**config.mk**
```make
export PLATFORM = sky130hd
export DESIGN_NAME = zynq_pl_top
export DESIGN_NICKNAME = d
export VERILOG_FILES = /design/src/hdl/zynq_csr_pkg.sv /design/src/hdl/zynq_dram_pkg.sv /design/src/hdl/axil_csr_shell.sv /design/src/hdl/dram_port_monitor.sv /design/src/hdl/zynq_pl_top.sv
export SDC_FILE = /design/constraint.sdc
export NUM_CORES = 1
export LEC_CHECK = 0
export BUFFER_PORTS_ARGS = -buffer_cell sky130_fd_sc_hd__buf_2
export CORE_MARGIN = 10
export CORE_UTILIZATION = 40
export DETAILED_ROUTE_END_ITERATION = 7
export MAX_ROUTING_LAYER = met4
export PLACE_DENSITY = 0.71
export SYNTH_ARGS = -nofsm -noshare
export SYNTH_HDL_FRONTEND = slang
export SYNTH_SLANG_ARGS = --single-unit
```
**constraint.sdc**
```tcl
create_clock -name aclk_i -period 3.2 [get_ports aclk_i]
set_input_delay 0.32 -clock aclk_i [delete_from_list [all_inputs] [get_ports aclk_i]]
set_output_delay 0.32 -clock aclk_i [all_outputs]
set_load 0.005 [all_outputs]
```
**src/hdl/zynq_csr_pkg.sv**
```systemverilog
package zynq_csr_pkg;

   //////////////////////////////
   // axi-lite widths and types
   //////////////////////////////
   localparam int CSR_ADDR_W  = 10;
   localparam int AXIL_DATA_W = 32;
   localparam int AXIL_STRB_W = AXIL_DATA_W / 8;

   typedef logic [CSR_ADDR_W-1:0]  csr_addr_t;
   typedef logic [AXIL_DATA_W-1:0] axil_data_t;
   typedef logic [AXIL_STRB_W-1:0] axil_strb_t;
   typedef logic [1:0]             axil_resp_t;

   localparam axil_resp_t RESP_OKAY = 2'b00;

   //////////////////////////////
   // register map
   //////////////////////////////
   // active-low system reset, bit 0 only
   localparam csr_addr_t SYS_RESET_OFFSET = 10'h000;
   localparam csr_addr_t DRAM_BASE_OFFSET = 10'h004;
   // first of the read-only profile words, one every 4 bytes
   localparam csr_addr_t PROFILE_OFFSET   = 10'h008;

   // shell channel states
   typedef enum logic {WR_IDLE, WR_RESP} wr_state_e;
   typedef enum logic {RD_IDLE, RD_DATA} rd_state_e;

endpackage

```
**src/hdl/zynq_dram_pkg.sv**
```systemverilog
package zynq_dram_pkg;

   //////////////////////////////
   // dram address space
   //////////////////////////////
   localparam int AXI_ADDR_W = 32;

   typedef logic [AXI_ADDR_W-1:0] axi_addr_t;

   // core dram starts here, removed by xor before the base is added
   localparam axi_addr_t CORE_DRAM_BASE = 32'h8000_0000;

   //////////////////////////////
   // region profile
   //////////////////////////////
   localparam int PROFILE_REGIONS = 128;
   localparam int REGION_IDX_W    = 7;
   // index taken from bits 29:23, so 8 MiB per region
   localparam int REGION_MSB      = 29;
   localparam int PROFILE_WORD_W  = 32;
   localparam int PROFILE_WORDS   = PROFILE_REGIONS / PROFILE_WORD_W;

   typedef logic [PROFILE_REGIONS-1:0] profile_t;
   typedef logic [REGION_IDX_W-1:0]    region_idx_t;

endpackage

```
**src/hdl/axil_csr_shell.sv**
```systemverilog
`timescale 1ns/10ps

module axil_csr_shell
   import zynq_csr_pkg::*;
   import zynq_dram_pkg::*;
  (input  logic       aclk_i
   , input  logic       arst_n_i

   // write address and data
   , input  csr_addr_t  s_awaddr_i
   , input  logic       s_awvalid_i
   , output logic       s_awready_o
   , input  axil_data_t s_wdata_i
   , input  axil_strb_t s_wstrb_i
   , input  logic       s_wvalid_i
   , output logic       s_wready_o

   // write response
   , output axil_resp_t s_bresp_o
   , output logic       s_bvalid_o
   , input  logic       s_bready_i

   // read address and data
   , input  csr_addr_t  s_araddr_i
   , input  logic       s_arvalid_i
   , output logic       s_arready_o
   , output axil_data_t s_rdata_o
   , output axil_resp_t s_rresp_o
   , output logic       s_rvalid_o
   , input  logic       s_rready_i

   // register side
   , input  profile_t   profile_i
   , output logic       sys_resetn_o
   , output axi_addr_t  dram_base_o
   );

   wr_state_e  wr_state_r;
   rd_state_e  rd_state_r;
   logic       wr_accept;
   logic       rd_accept;
   logic       sys_resetn_r;
   axi_addr_t  dram_base_r;
   axil_data_t rd_word;
   axil_data_t rdata_r;

   //////////////////////////////
   // write channel
   //////////////////////////////
   // address and data must arrive together
   assign wr_accept   = (wr_state_r == WR_IDLE) && s_awvalid_i && s_wvalid_i;
   assign s_awready_o = wr_accept;
   assign s_wready_o  = wr_accept;
   assign s_bvalid_o  = (wr_state_r == WR_RESP);
   assign s_bresp_o   = RESP_OKAY;

   always_ff @(posedge aclk_i or negedge arst_n_i) begin
      if (!arst_n_i) begin
         wr_state_r <= WR_IDLE;
      end else begin
         case (wr_state_r)
            WR_IDLE: begin
               if (wr_accept) begin
                  wr_state_r <= WR_RESP;
               end
            end
            WR_RESP: begin
               if (s_bready_i) begin
                  wr_state_r <= WR_IDLE;
               end
            end
            default: wr_state_r <= WR_IDLE;
         endcase
      end
   end

   // byte strobes applied per lane
   always_ff @(posedge aclk_i or negedge arst_n_i) begin
      if (!arst_n_i) begin
         sys_resetn_r <= 1'b0;
         dram_base_r  <= '0;
      end else if (wr_accept) begin
         if (s_awaddr_i == SYS_RESET_OFFSET && s_wstrb_i[0]) begin
            sys_resetn_r <= s_wdata_i[0];
         end
         if (s_awaddr_i == DRAM_BASE_OFFSET) begin
            for (int b = 0; b < AXIL_STRB_W; b++) begin
               if (s_wstrb_i[b]) begin
                  dram_base_r[8*b +: 8] <= s_wdata_i[8*b +: 8];
               end
            end
         end
      end
   end

   assign sys_resetn_o = sys_resetn_r;
   assign dram_base_o  = dram_base_r;

   //////////////////////////////
   // read channel
   //////////////////////////////
   assign rd_accept   = (rd_state_r == RD_IDLE) && s_arvalid_i;
   assign s_arready_o = rd_accept;
   assign s_rvalid_o  = (rd_state_r == RD_DATA);
   assign s_rresp_o   = RESP_OKAY;

   // unmapped reads return zero
   always_comb begin
      rd_word = '0;
      if (s_araddr_i == SYS_RESET_OFFSET) begin
         rd_word = axil_data_t'(sys_resetn_r);
      end else if (s_araddr_i == DRAM_BASE_OFFSET) begin
         rd_word = dram_base_r;
      end
      for (int k = 0; k < PROFILE_WORDS; k++) begin
         if (s_araddr_i == csr_addr_t'(PROFILE_OFFSET + 4 * k)) begin
            rd_word = profile_i[PROFILE_WORD_W*k +: PROFILE_WORD_W];
         end
      end
   end

   always_ff @(posedge aclk_i or negedge arst_n_i) begin
      if (!arst_n_i) begin
         rd_state_r <= RD_IDLE;
      end else begin
         case (rd_state_r)
            RD_IDLE: begin
               if (rd_accept) begin
                  rd_state_r <= RD_DATA;
               end
            end
            RD_DATA: begin
               if (s_rready_i) begin
                  rd_state_r <= RD_IDLE;
               end
            end
            default: rd_state_r <= RD_IDLE;
         endcase
      end
   end

   // data captured at acceptance and held under back-pressure
   always_ff @(posedge aclk_i or negedge arst_n_i) begin
      if (!arst_n_i) begin
         rdata_r <= '0;
      end else if (rd_accept) begin
         rdata_r <= rd_word;
      end
   end

   assign s_rdata_o = rdata_r;

endmodule

```
**src/hdl/dram_port_monitor.sv**
```systemverilog
`timescale 1ns/10ps

module dram_port_monitor
   import zynq_dram_pkg::*;
  (input  logic      aclk_i
   , input  logic      arst_n_i
   , input  logic      sys_resetn_i
   , input  axi_addr_t dram_base_i

   // core side
   , input  axi_addr_t core_awaddr_i
   , input  logic      core_awvalid_i
   , output logic      core_awready_o
   , input  axi_addr_t core_araddr_i
   , input  logic      core_arvalid_i
   , output logic      core_arready_o

   // zynq hp port side
   , output axi_addr_t m00_axi_awaddr_o
   , output logic      m00_axi_awvalid_o
   , input  logic      m00_axi_awready_i
   , output axi_addr_t m00_axi_araddr_o
   , output logic      m00_axi_arvalid_o
   , input  logic      m00_axi_arready_i

   , output profile_t  profile_o
   );

   region_idx_t aw_region;
   region_idx_t ar_region;
   profile_t    profile_r;
   profile_t    profile_nxt;

   //////////////////////////////
   // address remap
   //////////////////////////////
   // strip the core dram base, then move into the allocated arm region
   assign m00_axi_awaddr_o  = (core_awaddr_i ^ CORE_DRAM_BASE) + dram_base_i;
   assign m00_axi_araddr_o  = (core_araddr_i ^ CORE_DRAM_BASE) + dram_base_i;

   assign m00_axi_awvalid_o = core_awvalid_i;
   assign m00_axi_arvalid_o = core_arvalid_i;
   assign core_awready_o    = m00_axi_awready_i;
   assign core_arready_o    = m00_axi_arready_i;

   //////////////////////////////
   // region profiler
   //////////////////////////////
   // uses the untranslated core address
   assign aw_region = core_awaddr_i[REGION_MSB -: REGION_IDX_W];
   assign ar_region = core_araddr_i[REGION_MSB -: REGION_IDX_W];

   always_comb begin
      profile_nxt = profile_r;
      if (core_awvalid_i) begin
         profile_nxt[aw_region] = 1'b1;
      end
      if (core_arvalid_i) begin
         profile_nxt[ar_region] = 1'b1;
      end
   end

   // sticky bits, cleared while the system sits in reset
   always_ff @(posedge aclk_i or negedge arst_n_i) begin
      if (!arst_n_i) begin
         profile_r <= '0;
      end else if (!sys_resetn_i) begin
         profile_r <= '0;
      end else begin
         profile_r <= profile_nxt;
      end
   end

   assign profile_o = profile_r;

endmodule

```
**src/hdl/zynq_pl_top.sv**
```systemverilog
`timescale 1ns/10ps

module zynq_pl_top
   import zynq_csr_pkg::*;
   import zynq_dram_pkg::*;
  (input  logic       aclk_i
   , input  logic       arst_n_i

   // ps axi-lite slave
   , input  csr_addr_t  s_awaddr_i
   , input  logic       s_awvalid_i
   , output logic       s_awready_o
   , input  axil_data_t s_wdata_i
   , input  axil_strb_t s_wstrb_i
   , input  logic       s_wvalid_i
   , output logic       s_wready_o
   , output axil_resp_t s_bresp_o
   , output logic       s_bvalid_o
   , input  logic       s_bready_i
   , input  csr_addr_t  s_araddr_i
   , input  logic       s_arvalid_i
   , output logic       s_arready_o
   , output axil_data_t s_rdata_o
   , output axil_resp_t s_rresp_o
   , output logic       s_rvalid_o
   , input  logic       s_rready_i

   // core dram address channels
   , input  axi_addr_t  core_awaddr_i
   , input  logic       core_awvalid_i
   , output logic       core_awready_o
   , input  axi_addr_t  core_araddr_i
   , input  logic       core_arvalid_i
   , output logic       core_arready_o

   // hp port address channels
   , output axi_addr_t  m00_axi_awaddr_o
   , output logic       m00_axi_awvalid_o
   , input  logic       m00_axi_awready_i
   , output axi_addr_t  m00_axi_araddr_o
   , output logic       m00_axi_arvalid_o
   , input  logic       m00_axi_arready_i

   // reset for the core, low true
   , output logic       sys_resetn_o
   );

   axi_addr_t dram_base;
   profile_t  profile;

   axil_csr_shell i_axil_csr_shell
     (.aclk_i       (aclk_i)
      ,.arst_n_i    (arst_n_i)
      ,.s_awaddr_i  (s_awaddr_i)
      ,.s_awvalid_i (s_awvalid_i)
      ,.s_awready_o (s_awready_o)
      ,.s_wdata_i   (s_wdata_i)
      ,.s_wstrb_i   (s_wstrb_i)
      ,.s_wvalid_i  (s_wvalid_i)
      ,.s_wready_o  (s_wready_o)
      ,.s_bresp_o   (s_bresp_o)
      ,.s_bvalid_o  (s_bvalid_o)
      ,.s_bready_i  (s_bready_i)
      ,.s_araddr_i  (s_araddr_i)
      ,.s_arvalid_i (s_arvalid_i)
      ,.s_arready_o (s_arready_o)
      ,.s_rdata_o   (s_rdata_o)
      ,.s_rresp_o   (s_rresp_o)
      ,.s_rvalid_o  (s_rvalid_o)
      ,.s_rready_i  (s_rready_i)
      ,.profile_i   (profile)
      ,.sys_resetn_o(sys_resetn_o)
      ,.dram_base_o (dram_base)
      );

   dram_port_monitor i_dram_port_monitor
     (.aclk_i            (aclk_i)
      ,.arst_n_i         (arst_n_i)
      ,.sys_resetn_i     (sys_resetn_o)
      ,.dram_base_i      (dram_base)
      ,.core_awaddr_i    (core_awaddr_i)
      ,.core_awvalid_i   (core_awvalid_i)
      ,.core_awready_o   (core_awready_o)
      ,.core_araddr_i    (core_araddr_i)
      ,.core_arvalid_i   (core_arvalid_i)
      ,.core_arready_o   (core_arready_o)
      ,.m00_axi_awaddr_o (m00_axi_awaddr_o)
      ,.m00_axi_awvalid_o(m00_axi_awvalid_o)
      ,.m00_axi_awready_i(m00_axi_awready_i)
      ,.m00_axi_araddr_o (m00_axi_araddr_o)
      ,.m00_axi_arvalid_o(m00_axi_arvalid_o)
      ,.m00_axi_arready_i(m00_axi_arready_i)
      ,.profile_o        (profile)
      );

endmodule

```
==> results of run 1 <==
-- timing repair --
action / 4_1_cts / 5_1_grt
setup endpoints to repair: 36 / 38
cloned: 0 / 0
gates resized for setup: 106 / 23
buffers inserted: 24 / 5
hold buffers: 1 / 0
endpoints found under the hold margin: 9 / 0
pin swaps: 57 / 28
-- cell families after synthesis --
| logic type | share of synthesized area |
|---|---|
| adders and majority gates | 0.0667 |
| other | 0.000307 |
| buffers and inverters | 0.0344 |
| DFF | 0.399 |
| muxes | 0.0356 |
| and+or+nand+nor | 0.106 |
| AOI/OAI and AO/OA | 0.326 |
| xor gates and xnor gates | 0.0315 |
-- how the worst max path moves through the flow --
stage                                          startpoint                    to  depth (start not counted)  slack, ns
final                     i_axil_csr_shell.dram_base_o[0]  m00_axi_awaddr_o[24]                         14      -0.38
after global placement                   core_araddr_i[0]  m00_axi_araddr_o[30]                         13      -0.20
after detailed placement                 core_araddr_i[0]  m00_axi_araddr_o[30]                         13      -0.23
after CTS                 i_axil_csr_shell.dram_base_o[0]  m00_axi_awaddr_o[24]                         14      -0.37
after floorplan           i_axil_csr_shell.dram_base_o[0]  m00_axi_araddr_o[30]                         10       0.22
after global routing      i_axil_csr_shell.dram_base_o[0]  m00_axi_awaddr_o[24]                         14      -0.50
-- cells in the mapped netlist, drive strengths merged (27+ instances only) --
library cell    n  area share
a21oi          57       0.024
a222oi         31       0.025
a22oi          35       0.021
clkbuf         64       0.020
dfrtp         195        0.40
ha             62       0.063
inv            27      0.0083
mux2           34       0.031
nand2          57       0.017
nand3          39       0.016
nor2           57       0.017
o211ai         36       0.022
o21a          166        0.10
o22ai         129       0.066
xnor2          30       0.021
-- layout by cell type (no fill, tap or decap), types with 17 or more instances in the layout --
| cell | netlist | routed |
|---|---|---|
| ha_4 | 0 | 18 |
| o211ai_1 | 36 | 36 |
| inv_1 | 27 | 27 |
| a21o_1 | 23 | 23 |
| nor2b_1 | 23 | 21 |
| o21a_1 | 166 | 166 |
| a21oi_1 | 55 | 41 |
| nand3_1 | 39 | 34 |
| a222oi_1 | 31 | 31 |
| clkbuf_16 | 0 | 17 |
| o21ai_0 | 25 | 19 |
| dfrtp_1 | 195 | 190 |
| o22ai_1 | 129 | 127 |
| nand2_1 | 57 | 53 |
| nor2_1 | 57 | 55 |
| a22oi_1 | 35 | 34 |
| ha_1 | 62 | 43 |
| buf_4 | 9 | 93 |
| mux2_2 | 34 | 34 |
| xnor2_1 | 30 | 28 |
| buf_2 | 0 | 230 |
-- worst max-delay path, delay by kind of cell (launching register included) --
family	cells	cell delay (ns)
compound gates	3	0.70
xor+xnor	1	0.18
fa+ha+maj	2	0.56
buf+inv	4	0.59
flops	1	0.44
simple gates	4	0.33
-- power groups by stage --
stage	combinational (mW)	clock [mW]	sequential [mW]
floorplan	0.381	0	2.68
global placement	0.879	0	2.67
detailed placement	0.884	0	2.67
CTS	0.924	2.09	2.63
global route	1.02	2.18	2.64
finish	0.930	2.06	2.63
-- registers in the layout, indices dropped and copies added, names as in the netlist --
register                       cells
i_axil_csr_shell.dram_base_o      32
i_axil_csr_shell.s_bvalid_o        1
i_axil_csr_shell.s_rdata_o        32
i_dram_port_monitor.profile_o    128
i_axil_csr_shell.s_rvalid_o        1
i_axil_csr_shell.sys_resetn_o      1
-- metrics by stage --
stage / setup slack [ns] / power (mW)
6_report: -0.376 / 5.62
5_1_grt: -0.498 / 5.83
4_1_cts: -0.367 / 5.64
3_5_place_dp: -0.234 / 3.56
3_3_place_gp: -0.198 / 3.55
2_1_floorplan: 0.219 / 3.06
-- layer usage --
metal	wire (µm)	share of wire	global-route usage	vias to the layer above
met5	0	0	-	-
met2	21100	0.46	0.366	663
li1	-	-	-	5477
met3	4040	0.088	0.0463	113
met1	19100	0.42	0.306	5909
met4	1700	0.037	0.0857	0
-- final cells by class --
cell class,instances,area (µm²)
Clock inverter,10,104
Timing Repair Buffer,338,2050
Inverter,27,101
Clock buffer,20,447
Antenna cell,2,5.00
Multi-Input combinational cell,971,7620
Fill cell,2683,14200
Sequential cell,195,4890
Tap cell,390,488
==> flow_summary.toml, run 1 <==
[critical_path]
cp-start-kind = "flip-flop"
path_cells = "buf_6 -> ha_4 -> fa_2 -> a21oi_2 -> nor2_2 -> nor3_2 -> buf_4 -> nor4_4 -> o41a_1 -> buf_4 -> o21a_1 -> nor2_1 -> xnor2_1 -> buf_2"
crit_slowest_cell = "dfrtp_2"
crit_path_end_kind = "primary output"
r2r.worst_path.cells = 5
r2r-end = "i_axil_csr_shell.dram_base_o[22]"
crit_type = "flip-flop to primary output"
cpMostUsedCell = "buf_4"
rr_startpoint = "i_axil_csr_shell.s_bvalid_o"
required_ns = 2.88
crit_fanout = 2
reg2reg_slack_ns = 1.10
arrival_ns = 3.26
cp_slowest_stage_delay_ns = 0.44

[layout]
nets = 1745
area_delta_synth_final_pct = 28.4
final_layout_size_suffix_gt1_frac = 0.324
stdcell_count = 1953
final_area_um2 = 15700
utilization = 0.525

[clock_network]
cts.sinks = 195
clk_latency_ns = 0.45
cts_tree = "yes"
h-tree-depth = 4
clock_path_buffers = 2
numCtsBuffers = 17
root_buffer = "clkbuf_16"
path_clk_slew_ns = 0.07

[floorplan]
rows = 63
core_area_um2 = 29900
start_util = 0.409
die_area_um2 = 38000
die_x_um = 195
die_h_um = 195
pin_count = 241

[placed_design]
place_hpwl_mm = 33.3
gp_congestion = 0.940
dp.cells = 1892
portBuffers = 232
placed_cell_area_um2 = 14200

[synth]
synth_cell_types = 68
syn_area_um2 = 12200
synth-edff-count = 0
postSynthAreaPerCell_um2 = 9.66
syn_inst = 1266
async_flop_share = 1.00
ys.flop_type = "dfrtp_1"
synth_seq_cells = 195
seq_area_frac_synth = 0.399
yosys_warnings = 0

[sta]
fmax_mhz = 280
tightest_slew_ns = 0.947
hold_viol_final = 0
rsz0062_at_grt = "true"
min_period_ns = 3.58
setup_viol = 34
clock_skew_ns = 0.00912
final-max-slew-violation-count = 0
slew_headroom = 0.367
timing.final.crit_share = 1.12
fin_tns_setup_ns = -6.39
hold_slack_ns = 0.0423
worst_slack_ns = -0.376

[power_and_ir_drop]
leakage_nw = 7.07
p_switching_mw = 1.57
power_density_nw_per_um2 = 358
clock_power_share = 0.367
pwr-share-comb = 0.166
intPower_mw = 4.05
power_frac_seq = 0.467
irDropWorstVdd_mv = 0.382
switching_share = 0.279

[grt]
grt_usage = 0.238
grt_max_degree = 96
grt_pass1_vias = 12200
grt_pass1_wl_mm = 70.7
grt_overflow = 0
antenna_found_initial = 2

[detailed_routing]
drt_iter0_markers = 1563
vias = 12200
wirelength_mm = 46.0
route.detailed.drc = 1
routedWlPerCell_um = 23.6
dr.pass1.iters = 8
drt.antenna.violating_nets = 0
routed_via_density = 6.23

[hold_path]
hp-class = "input port to flip-flop"
hp-start = "s_rready_i"
hold_depth = 2
min_to = "i_axil_csr_shell.s_rvalid_o"

[status]
violations = "design-rule violations, negative setup slack"
status = "finished, violations left"

[run]
drv_cap = 0
Power figures use the tool's default switching activity.
==> run 2, diff against run 1 <==
==> constraint.sdc (replaced) <==
create_clock -name aclk_i -period 4.1 [get_ports aclk_i]
set_input_delay 0.41 -clock aclk_i [delete_from_list [all_inputs] [get_ports aclk_i]]
set_output_delay 0.41 -clock aclk_i [all_outputs]
set_load 0.005 [all_outputs]
==> run 2 against run 1 <==
The flow now finishes without violations. Critical path type unchanged. Flip-flop and latch count is the same. Combinational power shrank 28%. Critical path depth shrank 2. Cell count shrank 4.5%. Core utilization shrank 4.4 points. Hold slack gained 0.0023 ns.
==> flow_summary.toml, run 2 (synthesis results as in run 1) <==
[layout]
nets = 1655
final_layout_size_suffix_gt1_frac = 0.231
utilization = 0.481
layout_commonest_cell = "buf_2"
final_cell_mix = "231 x buf_2, 194 x dfrtp_1, 166 x o21a_1, 129 x o22ai_1, 62 x ha_1"
largest_register_ffs = 128
multi_input_area_um2 = 6990
area_delta_synth_final_pct = 17.6
fillCellCount = 2830
register_area_um2 = 4880

[critical_path]
cp_slowest_stage_delay_ns = 0.61
path_cells = "ha_1 -> fa_1 -> a21oi_2 -> o211ai_1 -> nand3b_1 -> a211oi_1 -> o31ai_2 -> buf_4 -> a21oi_2 -> or4b_2 -> nand3_1 -> buf_2"
crit_path_end_kind = "primary output"
reg2reg_slack_ns = 2.05
crit_type = "flip-flop to primary output"
cpMostUsedCell = "a21oi_2"
cp_top_family = "simple AND/OR/NAND/NOR gates"
required_ns = 3.69
crit_fanout = 4
cp_num_buf_inv = 2
cp-start-kind = "flip-flop"
crit_slowest_cell = "or4b_2"
arrival_ns = 3.54

[grt]
grt_pass1_wl_mm = 67.3
antenna_found_initial = 2
grt_overflow = 0
grt_max_degree = 123
grt_usage = 0.227
grt_pass1_vias = 11600

[detailed_routing]
dr.pass1.iters = 8
route.detailed.drc = 0
vias = 11800
drt_iter0_markers = 1534
wirelength_mm = 44.0
routed_via_density = 6.33
routedWlPerCell_um = 23.6
drt.antenna.violating_nets = 0

[sta]
timing.final.crit_share = 0.963
hold_slack_ns = 0.0446
fin_tns_setup_ns = 0
setup_viol = 0
clock_skew_ns = 0.0104
slew_headroom = 0.279
hold_viol_final = 0
rsz0062_at_grt = "false"
min_period_ns = 3.95
fmax_mhz = 253
worst_slack_ns = 0.153
final-max-slew-violation-count = 0
tightest_slew_ns = 1.08

[clock_network]
cts.sinks = 195
path_clk_slew_ns = 0.08
numCtsBuffers = 17
root_buffer = "clkbuf_16"
clock_path_buffers = 2
holdBufCountCts = 0
h-tree-depth = 4
cts_tree = "yes"
clk_latency_ns = 0.45

[placed_design]
place_hpwl_mm = 32.9
place_ws_ns = 0.309
portBuffers = 232
gp_congestion = 0.963

[power_and_ir_drop]
leakage_nw = 6.56
irDropWorstVdd_mv = 0.309
total_power_mw = 4.44
power_density_nw_per_um2 = 309

[floorplan]
core_area_um2 = 29900
die_x_um = 195
die_h_um = 195
die_area_um2 = 38000
pin_count = 241
start_util = 0.409
rows = 63

[status]
status = "finished clean"

[hold_path]
hp-class = "input port to async pin"

[run]
drv_cap = 0
==> run 2: final cells by class <==
class,instances,share of cell area
sequential,195,0.340
inverter,27,0.00705
multi-input combinational,971,0.486
timing repair buffer,248,0.0906
clock buffer,17,0.0296
tap,390,0.0339
clock inverter,15,0.0128
antenna,2,0.000348
==> run 2: what timing repair did <==
| item | 4_1_cts | 5_1_grt |
|---|---|---|
| endpoints found under the setup margin | 1 | 7 |
| resized for setup | 1 | 6 |
| pin swaps | 1 | 3 |
| setup buffers | 0 | 2 |
==> run 2: path summary, 6_finish.rpt <==
kind / start / end / cells past startpoint
max: i_axil_csr_shell.dram_base_o[0] / m00_axi_araddr_o[30] / 12
min: arst_n_i / i_axil_csr_shell.s_rdata_o[31] / 1
max reg2reg: i_axil_csr_shell.s_bvalid_o / i_axil_csr_shell.dram_base_o[12] / 5
min reg2reg: i_axil_csr_shell.s_rdata_o[16] / i_axil_csr_shell.s_rdata_o[16] / 1
max in group asynchronous: arst_n_i / i_axil_csr_shell.s_rdata_o[16] / 2
min in group aclk_i: s_bready_i / i_axil_csr_shell.s_bvalid_o / 2
==> run 2: per-stage QoR <==
step / cells / instance area [µm²]
CTS: 1861 / 14300
detailed placement: 1829 / 13700
floorplan: 1269 / 12200
finish: 1865 / 14400
global placement: 1829 / 13700
global route: 1865 / 14400
==> run 2: power breakdown <==
group,switching [mW],internal [mW],total (mW),leakage [nW]
registers,0.0463,2.00,2.05,2.66
logic,0.398,0.269,0.667,3.61
clock network,0.842,0.882,1.72,0.301
==> run 2: metal layers <==
metal,up-vias,track usage,share of wire
li1,5314,-,-
met1,5769,0.288,0.41
met2,632,0.353,0.46
met4,0,0.0766,0.033
met5,-,-,0
met3,92,0.0480,0.095
==> run 3, diff against run 2 <==
--- a/config.mk
+++ b/config.mk
@@ -9,8 +9,8 @@
 export CORE_MARGIN = 10
 export CORE_UTILIZATION = 40
 export DETAILED_ROUTE_END_ITERATION = 7
-export MAX_ROUTING_LAYER = met4
 export PLACE_DENSITY = 0.71
+export SETUP_SLACK_MARGIN = 0.4
 export SYNTH_ARGS = -nofsm -noshare
 export SYNTH_HDL_FRONTEND = slang
 export SYNTH_SLANG_ARGS = --single-unit
==> constraint.sdc (replaced) <==
create_clock -name aclk_i -period 3.8 [get_ports aclk_i]
set_input_delay 0.38 -clock aclk_i [delete_from_list [all_inputs] [get_ports aclk_i]]
set_output_delay 0.38 -clock aclk_i [all_outputs]
set_load 0.005 [all_outputs]
==> run 3 against run 2 <==
The flow now finishes with violations (negative hold slack). First-iteration DRC count shrank 8.9%. Die area is the same. Hold slack lost 0.059 ns. Global-route usage shrank 0.61 points. Sequential share of layout area shrank 1.8 points. Routed wire length grew 1.9%. Sequential power grew 8%.
==> flow_summary.toml, run 3 (synthesis results as in run 1) <==
[sta]
hold_viol_final = 9
clock_skew_ns = 0.0115
fmax_mhz = 274
fin_tns_setup_ns = 0
tightest_slew_ns = 1.06
timing.final.crit_share = 0.960
hold_slack_ns = -0.0144
rsz0062_at_grt = "true"
min_period_ns = 3.65
worst_slack_ns = 0.153
setup_viol = 0
final-max-slew-violation-count = 0
slew_headroom = 0.293

[critical_path]
crit_type = "flip-flop to primary output"
setup.worst_path.start = "i_axil_csr_shell.dram_base_o[7]"
cp-start-kind = "flip-flop"
required_ns = 3.42
arrival_ns = 3.27
rr_startpoint = "i_axil_csr_shell.s_bvalid_o"
crit_path_end_kind = "primary output"
crit_fanout = 4

[clock_network]
h-tree-depth = 4
clock_path_buffers = 2
path_clk_slew_ns = 0.08
numCtsBuffers = 17
holdBufCountCts = 0
clk_latency_ns = 0.45
cts_tree = "yes"
cts.sinks = 195
root_buffer = "clkbuf_16"

[placed_design]
place_hpwl_mm = 32.7
place_ws_ns = 0.257
portBuffers = 232
gp_congestion = 0.945

[grt]
grt_pass1_wl_mm = 67.4
antenna_found_initial = 3
grt_max_degree = 93
grt_pass1_vias = 11700
grt_usage = 0.221
grt_overflow = 0

[hold_path]
hp-class = "input port to async pin"

[detailed_routing]
drt.antenna.violating_nets = 0
wirelength_mm = 44.8
routedWlPerCell_um = 23.5
route.detailed.drc = 0
routed_via_density = 6.27
dr.pass1.iters = 8
drt_iter0_markers = 1397
vias = 12000

[power_and_ir_drop]
clock_power_share = 0.381
intPower_mw = 3.36
leakage_nw = 6.78
irDropWorstVdd_mv = 0.325
power_density_nw_per_um2 = 313
pwr-share-comb = 0.157
switching_share = 0.296
power_frac_seq = 0.462
p_switching_mw = 1.42

[status]
status = "finished, violations left"
violations = "negative hold slack"

[layout]
final_layout_size_suffix_gt1_frac = 0.305
largest_register_ffs = 128
utilization = 0.510
nets = 1695
register_area_um2 = 4900
area_delta_synth_final_pct = 24.6
multi_input_area_um2 = 7530
fillCellCount = 2732
layout_commonest_cell = "buf_2"
final_cell_mix = "230 x buf_2, 180 x dfrtp_1, 166 x o21a_1, 128 x o22ai_1"

[run]
drv_cap = 0

[floorplan]
rows = 63
start_util = 0.409
pin_count = 241
die_area_um2 = 38000
core_area_um2 = 29900
die_h_um = 195
die_x_um = 195
[run 3: final cells by class]
class | instances | share of cell area
clock inverter | 15 | 0.0122
sequential | 195 | 0.322
antenna | 2 | 0.000328
clock buffer | 17 | 0.0279
inverter | 27 | 0.00665
timing repair buffer | 288 | 0.106
multi-input combinational | 971 | 0.494
tap | 390 | 0.0320
[run 3: timing repair]
item                       CTS  global route
pin swaps                   28            22
setup endpoints to repair   29            30
gates resized for setup     72            45
setup buffers               23            10
hold endpoints to repair     0             0
[run 3: metal layers]
layer,vias to the layer above,routed length [µm],GRT usage
met5,-,13,0
met4,2,1280,0.0704
met3,93,3830,0.0472
met2,592,21000,0.358
met1,5889,18700,0.287
li1,5374,-,-
[run 3: power by group through the flow]
stage / logic (mW) / clock network (mW) / registers [mW]
after floorplan: 0.321 / 0 / 2.25
after global placement: 0.710 / 0 / 2.25
after detailed placement: 0.713 / 0 / 2.25
after CTS: 0.738 / 1.85 / 2.21
after global routing: 0.815 / 1.95 / 2.22
final: 0.748 / 1.82 / 2.21
[run 3: worst paths after layout]
path,to,slack (ns),cells after the start
min reg2reg,i_axil_csr_shell.s_rdata_o[18],0.49,1
max in group asynchronous,i_axil_csr_shell.dram_base_o[16],2.95,2
min in group aclk_i,i_axil_csr_shell.s_rvalid_o,0.10,2
max,m00_axi_araddr_o[29],0.15,10
max reg2reg,i_axil_csr_shell.dram_base_o[15],1.62,5
min,i_axil_csr_shell.s_rdata_o[26],-0.01,1
[run 3: metrics by stage]
step / area (µm²) / hold slack, ns / instances / power (mW)
floorplan: 12200 / 0.0844 / 1269 / 2.58
global placement: 13800 / 0.468 / 1838 / 2.96
detailed placement: 13800 / 0.475 / 1838 / 2.96
CTS: 14900 / 0.0327 / 1893 / 4.80
global route: 15200 / 0.0457 / 1905 / 4.99
finish: 15200 / -0.0144 / 1905 / 4.78
[run 3: worst max-delay path, cell delays in order, from the launching register on]
cell and delay, ns:
dfrtp_2 0.47, ha_4 0.27, a21oi_4 0.13, o221ai_2 0.14
a221oi_2 0.27, a21bo_2 0.29, a32o_2 0.30, o2111ai_2 0.21
a21oi_1 0.09, or4b_1 0.50, buf_2 0.14
